`src/design/sched_defines.svh`:
```
`ifndef SCHED_DEFINES_SVH
`define SCHED_DEFINES_SVH

// data and address widths
`define SCHED_DATA_BITS   512
`define SCHED_PADDR_BITS  19
`define SCHED_ROW_BITS    8
`define SCHED_COL_BITS    4
`define SCHED_BG_BITS     1
`define SCHED_BA_BITS     2

`define SCHED_BANKS        8  // bank groups times banks per group
`define SCHED_QUEUE_DEPTH  8

// busy times in clock cycles
`define SCHED_ACT_LATENCY  8
`define SCHED_PRE_LATENCY  5
`define SCHED_COL_GAP      4

// opcodes in the top five bits of the command address
`define SCHED_OP_READ   5'b01101
`define SCHED_OP_WRITE  5'b01100
`define SCHED_OP_ACT    5'b00000
`define SCHED_OP_PRE    5'b01010

`endif

```
`src/design/sched_pkg.sv`:
```
`default_nettype none

`include "sched_defines.svh"

package sched_pkg;

    localparam int OP_BITS = 5;
    localparam int BANK_IDX_BITS = `SCHED_BG_BITS + `SCHED_BA_BITS;
    localparam int ROW_PAD_BITS =
        `SCHED_PADDR_BITS - OP_BITS - BANK_IDX_BITS - `SCHED_ROW_BITS;
    localparam int COL_PAD_BITS =
        `SCHED_PADDR_BITS - OP_BITS - BANK_IDX_BITS - `SCHED_COL_BITS;

    typedef enum logic [2:0] {
        CMD_READ  = 3'd0,
        CMD_WRITE = 3'd1,
        CMD_ACT   = 3'd2,
        CMD_PRE   = 3'd3
    } sched_cmd_e;

    typedef struct packed {
        logic                        write;
        logic [`SCHED_BG_BITS-1:0]   bank_group;
        logic [`SCHED_BA_BITS-1:0]   bank;
        logic [`SCHED_ROW_BITS-1:0]  row;
        logic [`SCHED_COL_BITS-1:0]  col;
        logic [`SCHED_DATA_BITS-1:0] data;  // only meaningful for writes
    } sched_req_t;

    // activate carries the row
    typedef struct packed {
        logic [OP_BITS-1:0]         opcode;
        logic [`SCHED_BG_BITS-1:0]  bank_group;
        logic [`SCHED_BA_BITS-1:0]  bank;
        logic [ROW_PAD_BITS-1:0]    pad;
        logic [`SCHED_ROW_BITS-1:0] row;
    } row_form_t;

    // read, write and precharge carry the column
    typedef struct packed {
        logic [OP_BITS-1:0]         opcode;
        logic [`SCHED_BG_BITS-1:0]  bank_group;
        logic [`SCHED_BA_BITS-1:0]  bank;
        logic [COL_PAD_BITS-1:0]    pad;
        logic [`SCHED_COL_BITS-1:0] col;
    } col_form_t;

    typedef union packed {
        row_form_t row_form;
        col_form_t col_form;
    } cmd_addr_u;

endpackage

`default_nettype wire

```
`src/design/sched_if.sv`:
```
`default_nettype none

`include "sched_defines.svh"

// head of the request queue
interface req_if;
    import sched_pkg::*;

    logic       head_valid;
    sched_req_t head;
    logic       pop;  // one cycle, retires the head

    modport source (output head_valid, output head, input pop);
    modport sink (input head_valid, input head, output pop);
endinterface

// one issued command
interface cmd_if;
    import sched_pkg::*;

    logic                        issue;  // single-cycle pulse
    sched_cmd_e                  cmd;
    logic [`SCHED_BG_BITS-1:0]   bank_group;
    logic [`SCHED_BA_BITS-1:0]   bank;
    logic [`SCHED_ROW_BITS-1:0]  row;
    logic [`SCHED_COL_BITS-1:0]  col;
    logic [`SCHED_DATA_BITS-1:0] data;

    modport source (
        output issue, output cmd, output bank_group, output bank,
        output row, output col, output data
    );
    modport sink (
        input issue, input cmd, input bank_group, input bank,
        input row, input col, input data
    );
endinterface

`default_nettype wire

```
`src/design/request_decode.sv`:
```
`default_nettype none

`include "sched_defines.svh"

module request_decode (
    input  logic                         clk_in,
    input  logic                         rst_in,
    input  logic [`SCHED_PADDR_BITS-1:0] mem_bus_addr_in,
    input  logic                         valid_in,
    input  logic                         write_in,
    input  logic [`SCHED_DATA_BITS-1:0]  val_in,
    output logic                         queue_full,
    req_if.source                        req
);
    import sched_pkg::*;

    localparam int PTR_BITS = $clog2(`SCHED_QUEUE_DEPTH);
    localparam int BA_LSB = `SCHED_COL_BITS;
    localparam int BG_LSB = BA_LSB + `SCHED_BA_BITS;
    localparam int ROW_LSB = BG_LSB + `SCHED_BG_BITS;
    localparam logic [PTR_BITS:0] FULL_COUNT = (PTR_BITS + 1)'(`SCHED_QUEUE_DEPTH);
    localparam logic [PTR_BITS-1:0] LAST_SLOT = PTR_BITS'(`SCHED_QUEUE_DEPTH - 1);

    sched_req_t          queue_mem [`SCHED_QUEUE_DEPTH];
    sched_req_t          new_req;
    logic [PTR_BITS-1:0] wr_ptr;
    logic [PTR_BITS-1:0] rd_ptr;
    logic [PTR_BITS:0]   count;
    logic                push;
    logic                pop;

    // bus address layout, top bits above the row are unused
    always_comb begin
        new_req.write      = write_in;
        new_req.col        = mem_bus_addr_in[BA_LSB-1:0];
        new_req.bank       = mem_bus_addr_in[BG_LSB-1:BA_LSB];
        new_req.bank_group = mem_bus_addr_in[ROW_LSB-1:BG_LSB];
        new_req.row        = mem_bus_addr_in[ROW_LSB+`SCHED_ROW_BITS-1:ROW_LSB];
        new_req.data       = val_in;
    end

    assign queue_full = (count == FULL_COUNT);
    assign push = valid_in && !queue_full;  // offered while full is dropped
    assign pop = req.pop && req.head_valid;

    assign req.head_valid = (count != '0);
    assign req.head = queue_mem[rd_ptr];

    always_ff @(posedge clk_in) begin
        if (push) begin
            queue_mem[wr_ptr] <= new_req;
        end
    end

    always_ff @(posedge clk_in or posedge rst_in) begin
        if (rst_in) begin
            wr_ptr <= '0;
            rd_ptr <= '0;
            count  <= '0;
        end else begin
            if (push) begin
                wr_ptr <= (wr_ptr == LAST_SLOT) ? '0 : wr_ptr + 1'b1;
            end
            if (pop) begin
                rd_ptr <= (rd_ptr == LAST_SLOT) ? '0 : rd_ptr + 1'b1;
            end
            case ({push, pop})
                2'b10:   count <= count + 1'b1;
                2'b01:   count <= count - 1'b1;
                default: count <= count;  // both or neither
            endcase
        end
    end

endmodule

`default_nettype wire

```
`src/design/bank_tracker.sv`:
```
`default_nettype none

`include "sched_defines.svh"

module bank_tracker (
    input  logic                               clk_in,
    input  logic                               rst_in,
    input  logic                               issue,
    input  sched_pkg::sched_cmd_e              cmd,
    input  logic [sched_pkg::BANK_IDX_BITS-1:0] bank_idx,
    input  logic [`SCHED_ROW_BITS-1:0]         row,
    output logic [`SCHED_BANKS-1:0]            row_open,
    output logic [`SCHED_ROW_BITS-1:0]         open_row [`SCHED_BANKS],
    output logic [`SCHED_BANKS-1:0]            bank_ready
);
    import sched_pkg::*;

    localparam int MAX_LATENCY = (`SCHED_ACT_LATENCY > `SCHED_PRE_LATENCY) ?
                                 `SCHED_ACT_LATENCY : `SCHED_PRE_LATENCY;
    localparam int TIMER_BITS = $clog2(MAX_LATENCY + 1);
    localparam logic [TIMER_BITS-1:0] ACT_LOAD = TIMER_BITS'(`SCHED_ACT_LATENCY);
    localparam logic [TIMER_BITS-1:0] PRE_LOAD = TIMER_BITS'(`SCHED_PRE_LATENCY);

    logic [TIMER_BITS-1:0]   busy_timer [`SCHED_BANKS];
    logic [`SCHED_BANKS-1:0] bank_sel;
    logic                    do_act;
    logic                    do_pre;

    always_comb begin
        bank_sel = '0;
        bank_sel[bank_idx] = issue;  // one-hot of the addressed bank
    end

    // column commands leave the bank state alone
    assign do_act = (cmd == CMD_ACT);
    assign do_pre = (cmd == CMD_PRE);

    always_comb begin
        for (int b = 0; b < `SCHED_BANKS; b++) begin
            bank_ready[b] = (busy_timer[b] == '0);
        end
    end

    always_ff @(posedge clk_in or posedge rst_in) begin
        if (rst_in) begin
            row_open <= '0;
            for (int b = 0; b < `SCHED_BANKS; b++) begin
                busy_timer[b] <= '0;
            end
        end else begin
            for (int b = 0; b < `SCHED_BANKS; b++) begin
                if (bank_sel[b] && do_act) begin
                    row_open[b]   <= 1'b1;
                    busy_timer[b] <= ACT_LOAD;
                end else if (bank_sel[b] && do_pre) begin
                    row_open[b]   <= 1'b0;
                    busy_timer[b] <= PRE_LOAD;
                end else if (busy_timer[b] != '0) begin
                    busy_timer[b] <= busy_timer[b] - 1'b1;  // count down to ready
                end
            end
        end
    end

    // row only matters while row_open is set
    always_ff @(posedge clk_in) begin
        for (int b = 0; b < `SCHED_BANKS; b++) begin
            if (bank_sel[b] && do_act) begin
                open_row[b] <= row;
            end
        end
    end

endmodule

`default_nettype wire

```
`src/design/command_arbiter.sv`:
```
`default_nettype none

`include "sched_defines.svh"

module command_arbiter (
    input  logic  clk_in,
    input  logic  rst_in,
    input  logic  cmd_ready,
    req_if.sink   req,
    cmd_if.source cmd
);
    import sched_pkg::*;

    localparam int GAP_BITS = $clog2(`SCHED_COL_GAP + 1);
    localparam logic [GAP_BITS-1:0] GAP_LOAD = GAP_BITS'(`SCHED_COL_GAP);

    logic [BANK_IDX_BITS-1:0]   head_bank;
    logic [`SCHED_BANKS-1:0]    row_open;
    logic [`SCHED_ROW_BITS-1:0] open_row [`SCHED_BANKS];
    logic [`SCHED_BANKS-1:0]    bank_ready;
    logic                       row_hit;
    logic                       is_col;
    logic                       col_ok;
    logic                       issue_now;
    sched_cmd_e                 next_cmd;
    logic [GAP_BITS-1:0]        gap_cnt;

    assign head_bank = {req.head.bank_group, req.head.bank};
    assign row_hit = row_open[head_bank] && (open_row[head_bank] == req.head.row);

    // what the head request needs next
    always_comb begin
        if (row_hit) begin
            next_cmd = req.head.write ? CMD_WRITE : CMD_READ;
        end else if (row_open[head_bank]) begin
            next_cmd = CMD_PRE;  // wrong row open
        end else begin
            next_cmd = CMD_ACT;
        end
    end

    assign is_col = row_hit;
    assign col_ok = (gap_cnt == '0);
    assign issue_now = cmd_ready && req.head_valid && bank_ready[head_bank] &&
                       (!is_col || col_ok);

    assign req.pop = issue_now && is_col;  // read or write retires the head

    assign cmd.issue      = issue_now;
    assign cmd.cmd        = next_cmd;
    assign cmd.bank_group = req.head.bank_group;
    assign cmd.bank       = req.head.bank;
    assign cmd.row        = req.head.row;
    assign cmd.col        = req.head.col;
    assign cmd.data       = req.head.data;

    // blocks column commands for COL_GAP cycles after one issues
    always_ff @(posedge clk_in or posedge rst_in) begin
        if (rst_in) begin
            gap_cnt <= '0;
        end else if (issue_now && is_col) begin
            gap_cnt <= GAP_LOAD;
        end else if (gap_cnt != '0) begin
            gap_cnt <= gap_cnt - 1'b1;
        end
    end

    bank_tracker u_bank_tracker (
        .clk_in     (clk_in),
        .rst_in     (rst_in),
        .issue      (issue_now),
        .cmd        (next_cmd),
        .bank_idx   (head_bank),
        .row        (req.head.row),
        .row_open   (row_open),
        .open_row   (open_row),
        .bank_ready (bank_ready)
    );

endmodule

`default_nettype wire

```
`src/design/command_encoder.sv`:
```
`default_nettype none

`include "sched_defines.svh"

module command_encoder (
    input  logic                         clk_in,
    input  logic                         rst_in,
    cmd_if.sink                          cmd,
    output logic [`SCHED_PADDR_BITS-1:0] addr_out,
    output logic [`SCHED_BG_BITS-1:0]    bank_group_out,
    output logic [`SCHED_BA_BITS-1:0]    bank_out,
    output logic [`SCHED_ROW_BITS-1:0]   row_out,
    output logic [`SCHED_COL_BITS-1:0]   col_out,
    output logic [`SCHED_DATA_BITS-1:0]  val_out,
    output logic [2:0]                   cmd_out,
    output logic                         valid_out
);
    import sched_pkg::*;

    cmd_addr_u addr_word;

    always_comb begin
        addr_word = '0;  // keeps the pad bits zero
        if (cmd.cmd == CMD_ACT) begin
            addr_word.row_form.opcode     = `SCHED_OP_ACT;
            addr_word.row_form.bank_group = cmd.bank_group;
            addr_word.row_form.bank       = cmd.bank;
            addr_word.row_form.row        = cmd.row;
        end else begin
            case (cmd.cmd)
                CMD_READ:  addr_word.col_form.opcode = `SCHED_OP_READ;
                CMD_WRITE: addr_word.col_form.opcode = `SCHED_OP_WRITE;
                default:   addr_word.col_form.opcode = `SCHED_OP_PRE;
            endcase
            addr_word.col_form.bank_group = cmd.bank_group;
            addr_word.col_form.bank       = cmd.bank;
            addr_word.col_form.col        = cmd.col;
        end
    end

    // idle address is all ones
    always_ff @(posedge clk_in or posedge rst_in) begin
        if (rst_in) begin
            valid_out <= 1'b0;
            addr_out  <= '1;
        end else begin
            valid_out <= cmd.issue;
            addr_out  <= cmd.issue ? addr_word : '1;
        end
    end

    always_ff @(posedge clk_in) begin
        if (cmd.issue) begin
            cmd_out        <= cmd.cmd;
            bank_group_out <= cmd.bank_group;
            bank_out       <= cmd.bank;
            row_out        <= cmd.row;
            col_out        <= cmd.col;
        end
        // data shows only with an issued write
        val_out <= (cmd.issue && cmd.cmd == CMD_WRITE) ? cmd.data : '0;
    end

endmodule

`default_nettype wire

```
`src/design/request_scheduler.sv`:
```
`default_nettype none

`include "sched_defines.svh"

module request_scheduler (
    input  logic                         clk_in,
    input  logic                         rst_in,
    input  logic [`SCHED_PADDR_BITS-1:0] mem_bus_addr_in,
    input  logic                         valid_in,
    input  logic                         write_in,
    input  logic [`SCHED_DATA_BITS-1:0]  val_in,
    input  logic                         cmd_ready,  // controller takes a command
    output logic [`SCHED_PADDR_BITS-1:0] addr_out,
    output logic [`SCHED_BG_BITS-1:0]    bank_group_out,
    output logic [`SCHED_BA_BITS-1:0]    bank_out,
    output logic [`SCHED_ROW_BITS-1:0]   row_out,
    output logic [`SCHED_COL_BITS-1:0]   col_out,
    output logic [`SCHED_DATA_BITS-1:0]  val_out,
    output logic [2:0]                   cmd_out,  // 0 read, 1 write, 2 act, 3 pre
    output logic                         valid_out,
    output logic                         queue_full
);

    req_if u_req_if ();
    cmd_if u_cmd_if ();

    // decode, queue the request
    request_decode u_request_decode (
        .clk_in          (clk_in),
        .rst_in          (rst_in),
        .mem_bus_addr_in (mem_bus_addr_in),
        .valid_in        (valid_in),
        .write_in        (write_in),
        .val_in          (val_in),
        .queue_full      (queue_full),
        .req             (u_req_if.source)
    );

    command_arbiter u_command_arbiter (
        .clk_in    (clk_in),
        .rst_in    (rst_in),
        .cmd_ready (cmd_ready),
        .req       (u_req_if.sink),
        .cmd       (u_cmd_if.source)
    );

    // registered command outputs
    command_encoder u_command_encoder (
        .clk_in         (clk_in),
        .rst_in         (rst_in),
        .cmd            (u_cmd_if.sink),
        .addr_out       (addr_out),
        .bank_group_out (bank_group_out),
        .bank_out       (bank_out),
        .row_out        (row_out),
        .col_out        (col_out),
        .val_out        (val_out),
        .cmd_out        (cmd_out),
        .valid_out      (valid_out)
    );

endmodule

`default_nettype wire

```
`config.mk`:
```
export PLATFORM = sky130hd
export DESIGN_NAME = request_scheduler
export DESIGN_NICKNAME = d
export VERILOG_FILES = /design/src/design/sched_pkg.sv /design/src/design/sched_if.sv /design/src/design/request_decode.sv /design/src/design/bank_tracker.sv /design/src/design/command_arbiter.sv /design/src/design/command_encoder.sv /design/src/design/request_scheduler.sv
export VERILOG_INCLUDE_DIRS = /design/src /design/src/design
export SDC_FILE = /design/constraint.sdc
export NUM_CORES = 2
export LEC_CHECK = 0
export BUFFER_PORTS_ARGS = -buffer_cell sky130_fd_sc_hd__buf_2
export CELL_PAD_IN_SITES_DETAIL_PLACEMENT = 1
export CELL_PAD_IN_SITES_GLOBAL_PLACEMENT = 1
export CORE_UTILIZATION = 50
export DETAILED_ROUTE_END_ITERATION = 12
export PLACE_DENSITY_LB_ADDON = 0.1
export REMOVE_ABC_BUFFERS = 1
export SYNTH_ARGS = -nofsm -noshare
export SYNTH_HDL_FRONTEND = slang
export SYNTH_MEMORY_MAX_BITS = 65536
export SYNTH_SLANG_ARGS = --single-unit
```
`constraint.sdc`:
```
create_clock -name clk_in -period 136.1 [get_ports clk_in]
set_clock_uncertainty 0.05 [all_clocks]
set_input_delay 20.415 -clock clk_in [delete_from_list [all_inputs] [get_ports clk_in]]
set_output_delay 20.415 -clock clk_in [all_outputs]
set_load 0.03 [all_outputs]
```
==> impl_metrics.py <==
metrics = {
    "finish": {
        "fillerInstances": 29430,
        "fin_util_pct": 58.24,
        "drive_gt1_share_pct": 31.65,
        "seqCellArea_mm2": 0.1413,
        "area_growth_pct": 15.70,
        "fin_nets": 9682,
        "multi_input_area_mm2": 0.03346,
        "final_area_mm2": 0.2040,
    },
    "run": {
        "cap_violations": 0,
    },
    "worst_setup_path": {
        "path_cells": "buf_2 -> nand3_1 -> nor2_4 -> buf_4 -> buf_4 -> buf_4 -> buf_4",
        "endpoint": "u_request_decode.queue_mem[7][314]",
        "required_ps": 136650,
        "worst_r2r_path_depth": 14,
        "crit_start": "valid_in",
        "critPathMaxFanout": 48,
        "r2r_slack_ps": 127950,
        "crit_path_frequent_cell": "buf_4",
        "r2r_start": "u_request_decode.rd_ptr[0]",
        "start_kind": "primary input",
        "reg2reg_to": "u_command_encoder.val_out[121]",
        "max_stage_delay_ps": 980,
        "end_kind": "register",
        "worst-path-stages": 7,
        "worst-path-buf-inv": 5,
        "critPathKind": "primary input to register",
        "crit_slowest_cell": "nor2_4",
        "crit_family": "buffers and inverters",
        "crit_arrival_ps": 25180,
    },
    "place": {
        "post-place-ws_ps": 110390,
        "placed_cell_area_mm2": 0.1874,
        "port_buffers": 1081,
        "gp_congestion": 0.7391,
        "dp_hpwl_mm": 241.1,
    },
    "clocking": {
        "cts_root_buf": "clkbuf_16",
        "cts_setup_buffers": 0,
        "clk_pin_slew_ps": 60,
        "cts_made_buffers": 521,
        "cts_sinks": 4887,
        "worstSkewPairLatency_ps": 1010,
        "cts_tree": "built",
        "postCtsHoldBufs": 0,
        "ctsResizeCount": 0,
        "clockBufferDepth": 4,
        "htreeDepth": 6,
    },
    "floorplan": {
        "die_area_mm2": 0.3550,
        "start_util_pct": 50.34,
        "pin_count": 1087,
        "core-area_mm2": 0.3502,
        "die_width_um": 595.8,
        "die_h_um": 595.8,
        "rows": 217,
    },
    "timing": {
        "finalHoldViolCount": 0,
        "setup_slack_ps": 111480,
        "setup_viol": 0,
        "fin_crit_ps": 24630,
        "rsz0062_at_grt": "no",
        "fmax_ghz": 0.04061,
        "final_max_slew_viol_count": 0,
        "min_period_over_period_pct": 18.09,
        "fin_tns_setup_ps": 0,
        "tightestPinTransition_ps": 1199,
        "slew_headroom_pct": 19.80,
    },
    "synthesis": {
        "synth_ff_type": "edfxtp_1",
        "ys_ff_latch": 4887,
        "ys_warn_count": 0,
        "async_flop_share_pct": 1.432,
        "avgSynthCellArea_um2": 22.75,
        "ys_seq_area_share_pct": 80.14,
        "synth_cell_type_count": 54,
        "synthCells": 7750,
        "synthesis.area_mm2": 0.1763,
        "synth_edf_count": 4305,
    },
    "grt": {
        "grt_pass1_vias": 88980,
        "grt_overflow": 0,
        "grt_max_degree": 145,
        "track_usage_pct": 24.04,
        "grt_pass1_wl_mm": 619.8,
        "antenna_found_initial": 241,
    },
    "detailed_routing": {
        "drt_wl_total_mm": 429.8,
        "via_count": 82530,
        "drt_iter0_drc": 6553,
        "final_antenna_net_count": 0,
        "wire_per_inst_um": 30.23,
        "firstDrtPassIters": 8,
        "drc": 0,
        "post_drt_via_cell_ratio": 5.805,
    },
    "power_and_ir_drop": {
        "power_density_mw_per_mm2": 17.36,
        "peakVddDrop_v": 0.00001458,
        "p_leak_nw": 70.41,
        "total_power_w": 0.003540,
    },
    "status": {
        "status": "finished clean",
    },
    "hold_path": {
        "hold_class": "register to register",
    },
}
[per-layer routing]
layer	vias up	GRT usage, %	routed length (um)
li1	34700	-	-
met1	44220	31.00	169800
met2	2543	39.56	210400
met3	915	7.181	34830
met4	150	7.277	13840
met5	-	0	923
[power breakdown]
group	switching, W	leakage (nW)	internal [W]	total [W]
logic	0.000211	18.4	0.0000926	0.000303
registers	0.0000424	44.0	0.00184	0.00188
clock network	0.000578	8.00	0.000778	0.00136
[cell families after synthesis]
group | count (synthesis) | share of synthesized area, %
other | 1 | 0.002127
AO/OA/AOI/OAI | 100 | 0.4031
adder cells (fa/ha/maj) | 26 | 0.1888
buffers and inverters | 406 | 0.9261
flip-flops | 4887 | 80.14
AND/OR/NAND/NOR | 699 | 1.593
XOR/XNOR | 18 | 0.08942
multiplexers | 1613 | 16.66
[state kept, by name (all words and copies together), names as in the netlist, 8 cells and up]
name / count
u_command_arbiter.u_bank_tracker.open_row: 64
u_command_arbiter.u_bank_tracker.row_open: 8
u_command_arbiter.u_bank_tracker.busy_timer: 32
u_request_decode.queue_mem: 4224
u_command_encoder.row_out: 8
u_command_encoder.addr_out: 16
u_command_encoder.val_out: 512
[synthesized netlist by cell type, types with 3 or more instances]
| library cell | instances | area share, % |
|---|---|---|
| and3_1 | 9 | 0.032 |
| dfstp_2 | 16 | 0.24 |
| nor3_1 | 17 | 0.048 |
| mux4_2 | 1055 | 13 |
| buf_2 | 63 | 0.18 |
| buf_1 | 80 | 0.17 |
| nand2_1 | 83 | 0.18 |
| a32oi_1 | 16 | 0.079 |
| o221ai_1 | 3 | 0.015 |
| nand2b_1 | 7 | 0.025 |
| inv_1 | 35 | 0.075 |
| or3_1 | 9 | 0.032 |
| edfxtp_1 | 4305 | 73 |
| mux2i_1 | 549 | 3.1 |
| dfxtp_1 | 512 | 5.8 |
| nand3_1 | 6 | 0.017 |
| dfrtp_1 | 54 | 0.77 |
| mux2_2 | 8 | 0.051 |
| o21a_1 | 3 | 0.013 |
| o21ai_0 | 15 | 0.043 |
| nor2b_1 | 4 | 0.014 |
| a21oi_1 | 16 | 0.045 |
| nor3b_1 | 8 | 0.034 |
| a211o_1 | 8 | 0.040 |
| o22ai_1 | 13 | 0.046 |
| xnor2_1 | 16 | 0.079 |
| o22a_1 | 8 | 0.040 |
| ha_1 | 25 | 0.18 |
| nand4_1 | 3 | 0.011 |
| buf_4 | 6 | 0.026 |
| nor2_1 | 544 | 1.2 |
| and2_1 | 4 | 0.014 |
| clkbuf_1 | 219 | 0.47 |
| a21o_1 | 3 | 0.013 |
[worst reg2reg max path, delay by kind of cell, from the launching register on]
family	cells	cell delay (ps)
and+or+nand+nor	3	1940
buffers and inverters	5	3280
muxes	3	1360
AOI/OAI and AO/OA	3	520
DFF	1	940
[through the flow]
stage          instances  hold WS, ps
2_1_floorplan       7381        409.3
3_3_place_gp       13200        421.5
3_5_place_dp       13200        428.7
4_1_cts            14150        441.9
5_1_grt            14170        462.5
6_report           14220        443.1
[layout make-up]
class                           count  share of cell area, %
Multi-Input combinational cell   2457                  16.40
Sequential cell                  4887                  69.27
Inverter                           37                0.07176
Clock buffer                      760                  7.148
Antenna cell                       68                0.08341
Tap cell                         4599                  2.821
Timing Repair Buffer             1216                  3.296
Clock inverter                    192                 0.9126
[cell usage in the layout (no fill, tap or decap), types with 6 or more instances in the layout]
master,instances
dfxtp_1,512
or3_1,9
dfrtp_1,52
mux2i_1,549
diode_2,68
nand2b_1,7
o21ai_0,15
inv_6,10
and3_1,9
o22ai_1,13
nor3_1,13
buf_4,111
nand2_1,83
edfxtp_1,4305
dfstp_2,16
nor3b_1,8
mux2_2,8
clkbuf_8,52
inv_1,34
clkinv_2,62
clkbuf_1,181
nand3_1,6
buf_2,1081
clkinv_1,63
clkbuf_16,527
inv_16,10
buf_12,24
a211o_1,8
o22a_1,8
bufinv_16,14
a32oi_1,16
a21oi_1,16
clkinv_8,23
mux4_2,1055
xnor2_1,16
nor2_1,541
clkinv_16,7
ha_1,25
[worst min path at each step]
stage,startpoint,end,slack (ps),cells after the start
2_1_floorplan,u_command_arbiter.u_bank_tracker.row_open[1],u_command_arbiter.u_bank_tracker.row_open[1],410,1
4_1_cts,u_command_arbiter.u_bank_tracker.row_open[7],u_command_arbiter.u_bank_tracker.row_open[7],440,1
6_report,u_command_arbiter.u_bank_tracker.row_open[7],u_command_arbiter.u_bank_tracker.row_open[7],440,1
5_1_grt,u_command_arbiter.u_bank_tracker.row_open[3],u_command_arbiter.u_bank_tracker.row_open[3],460,1
3_5_place_dp,u_command_arbiter.u_bank_tracker.row_open[7],u_command_arbiter.u_bank_tracker.row_open[7],430,1
3_3_place_gp,u_command_arbiter.u_bank_tracker.row_open[7],u_command_arbiter.u_bank_tracker.row_open[7],420,1
Power figures use the tool's default switching activity.
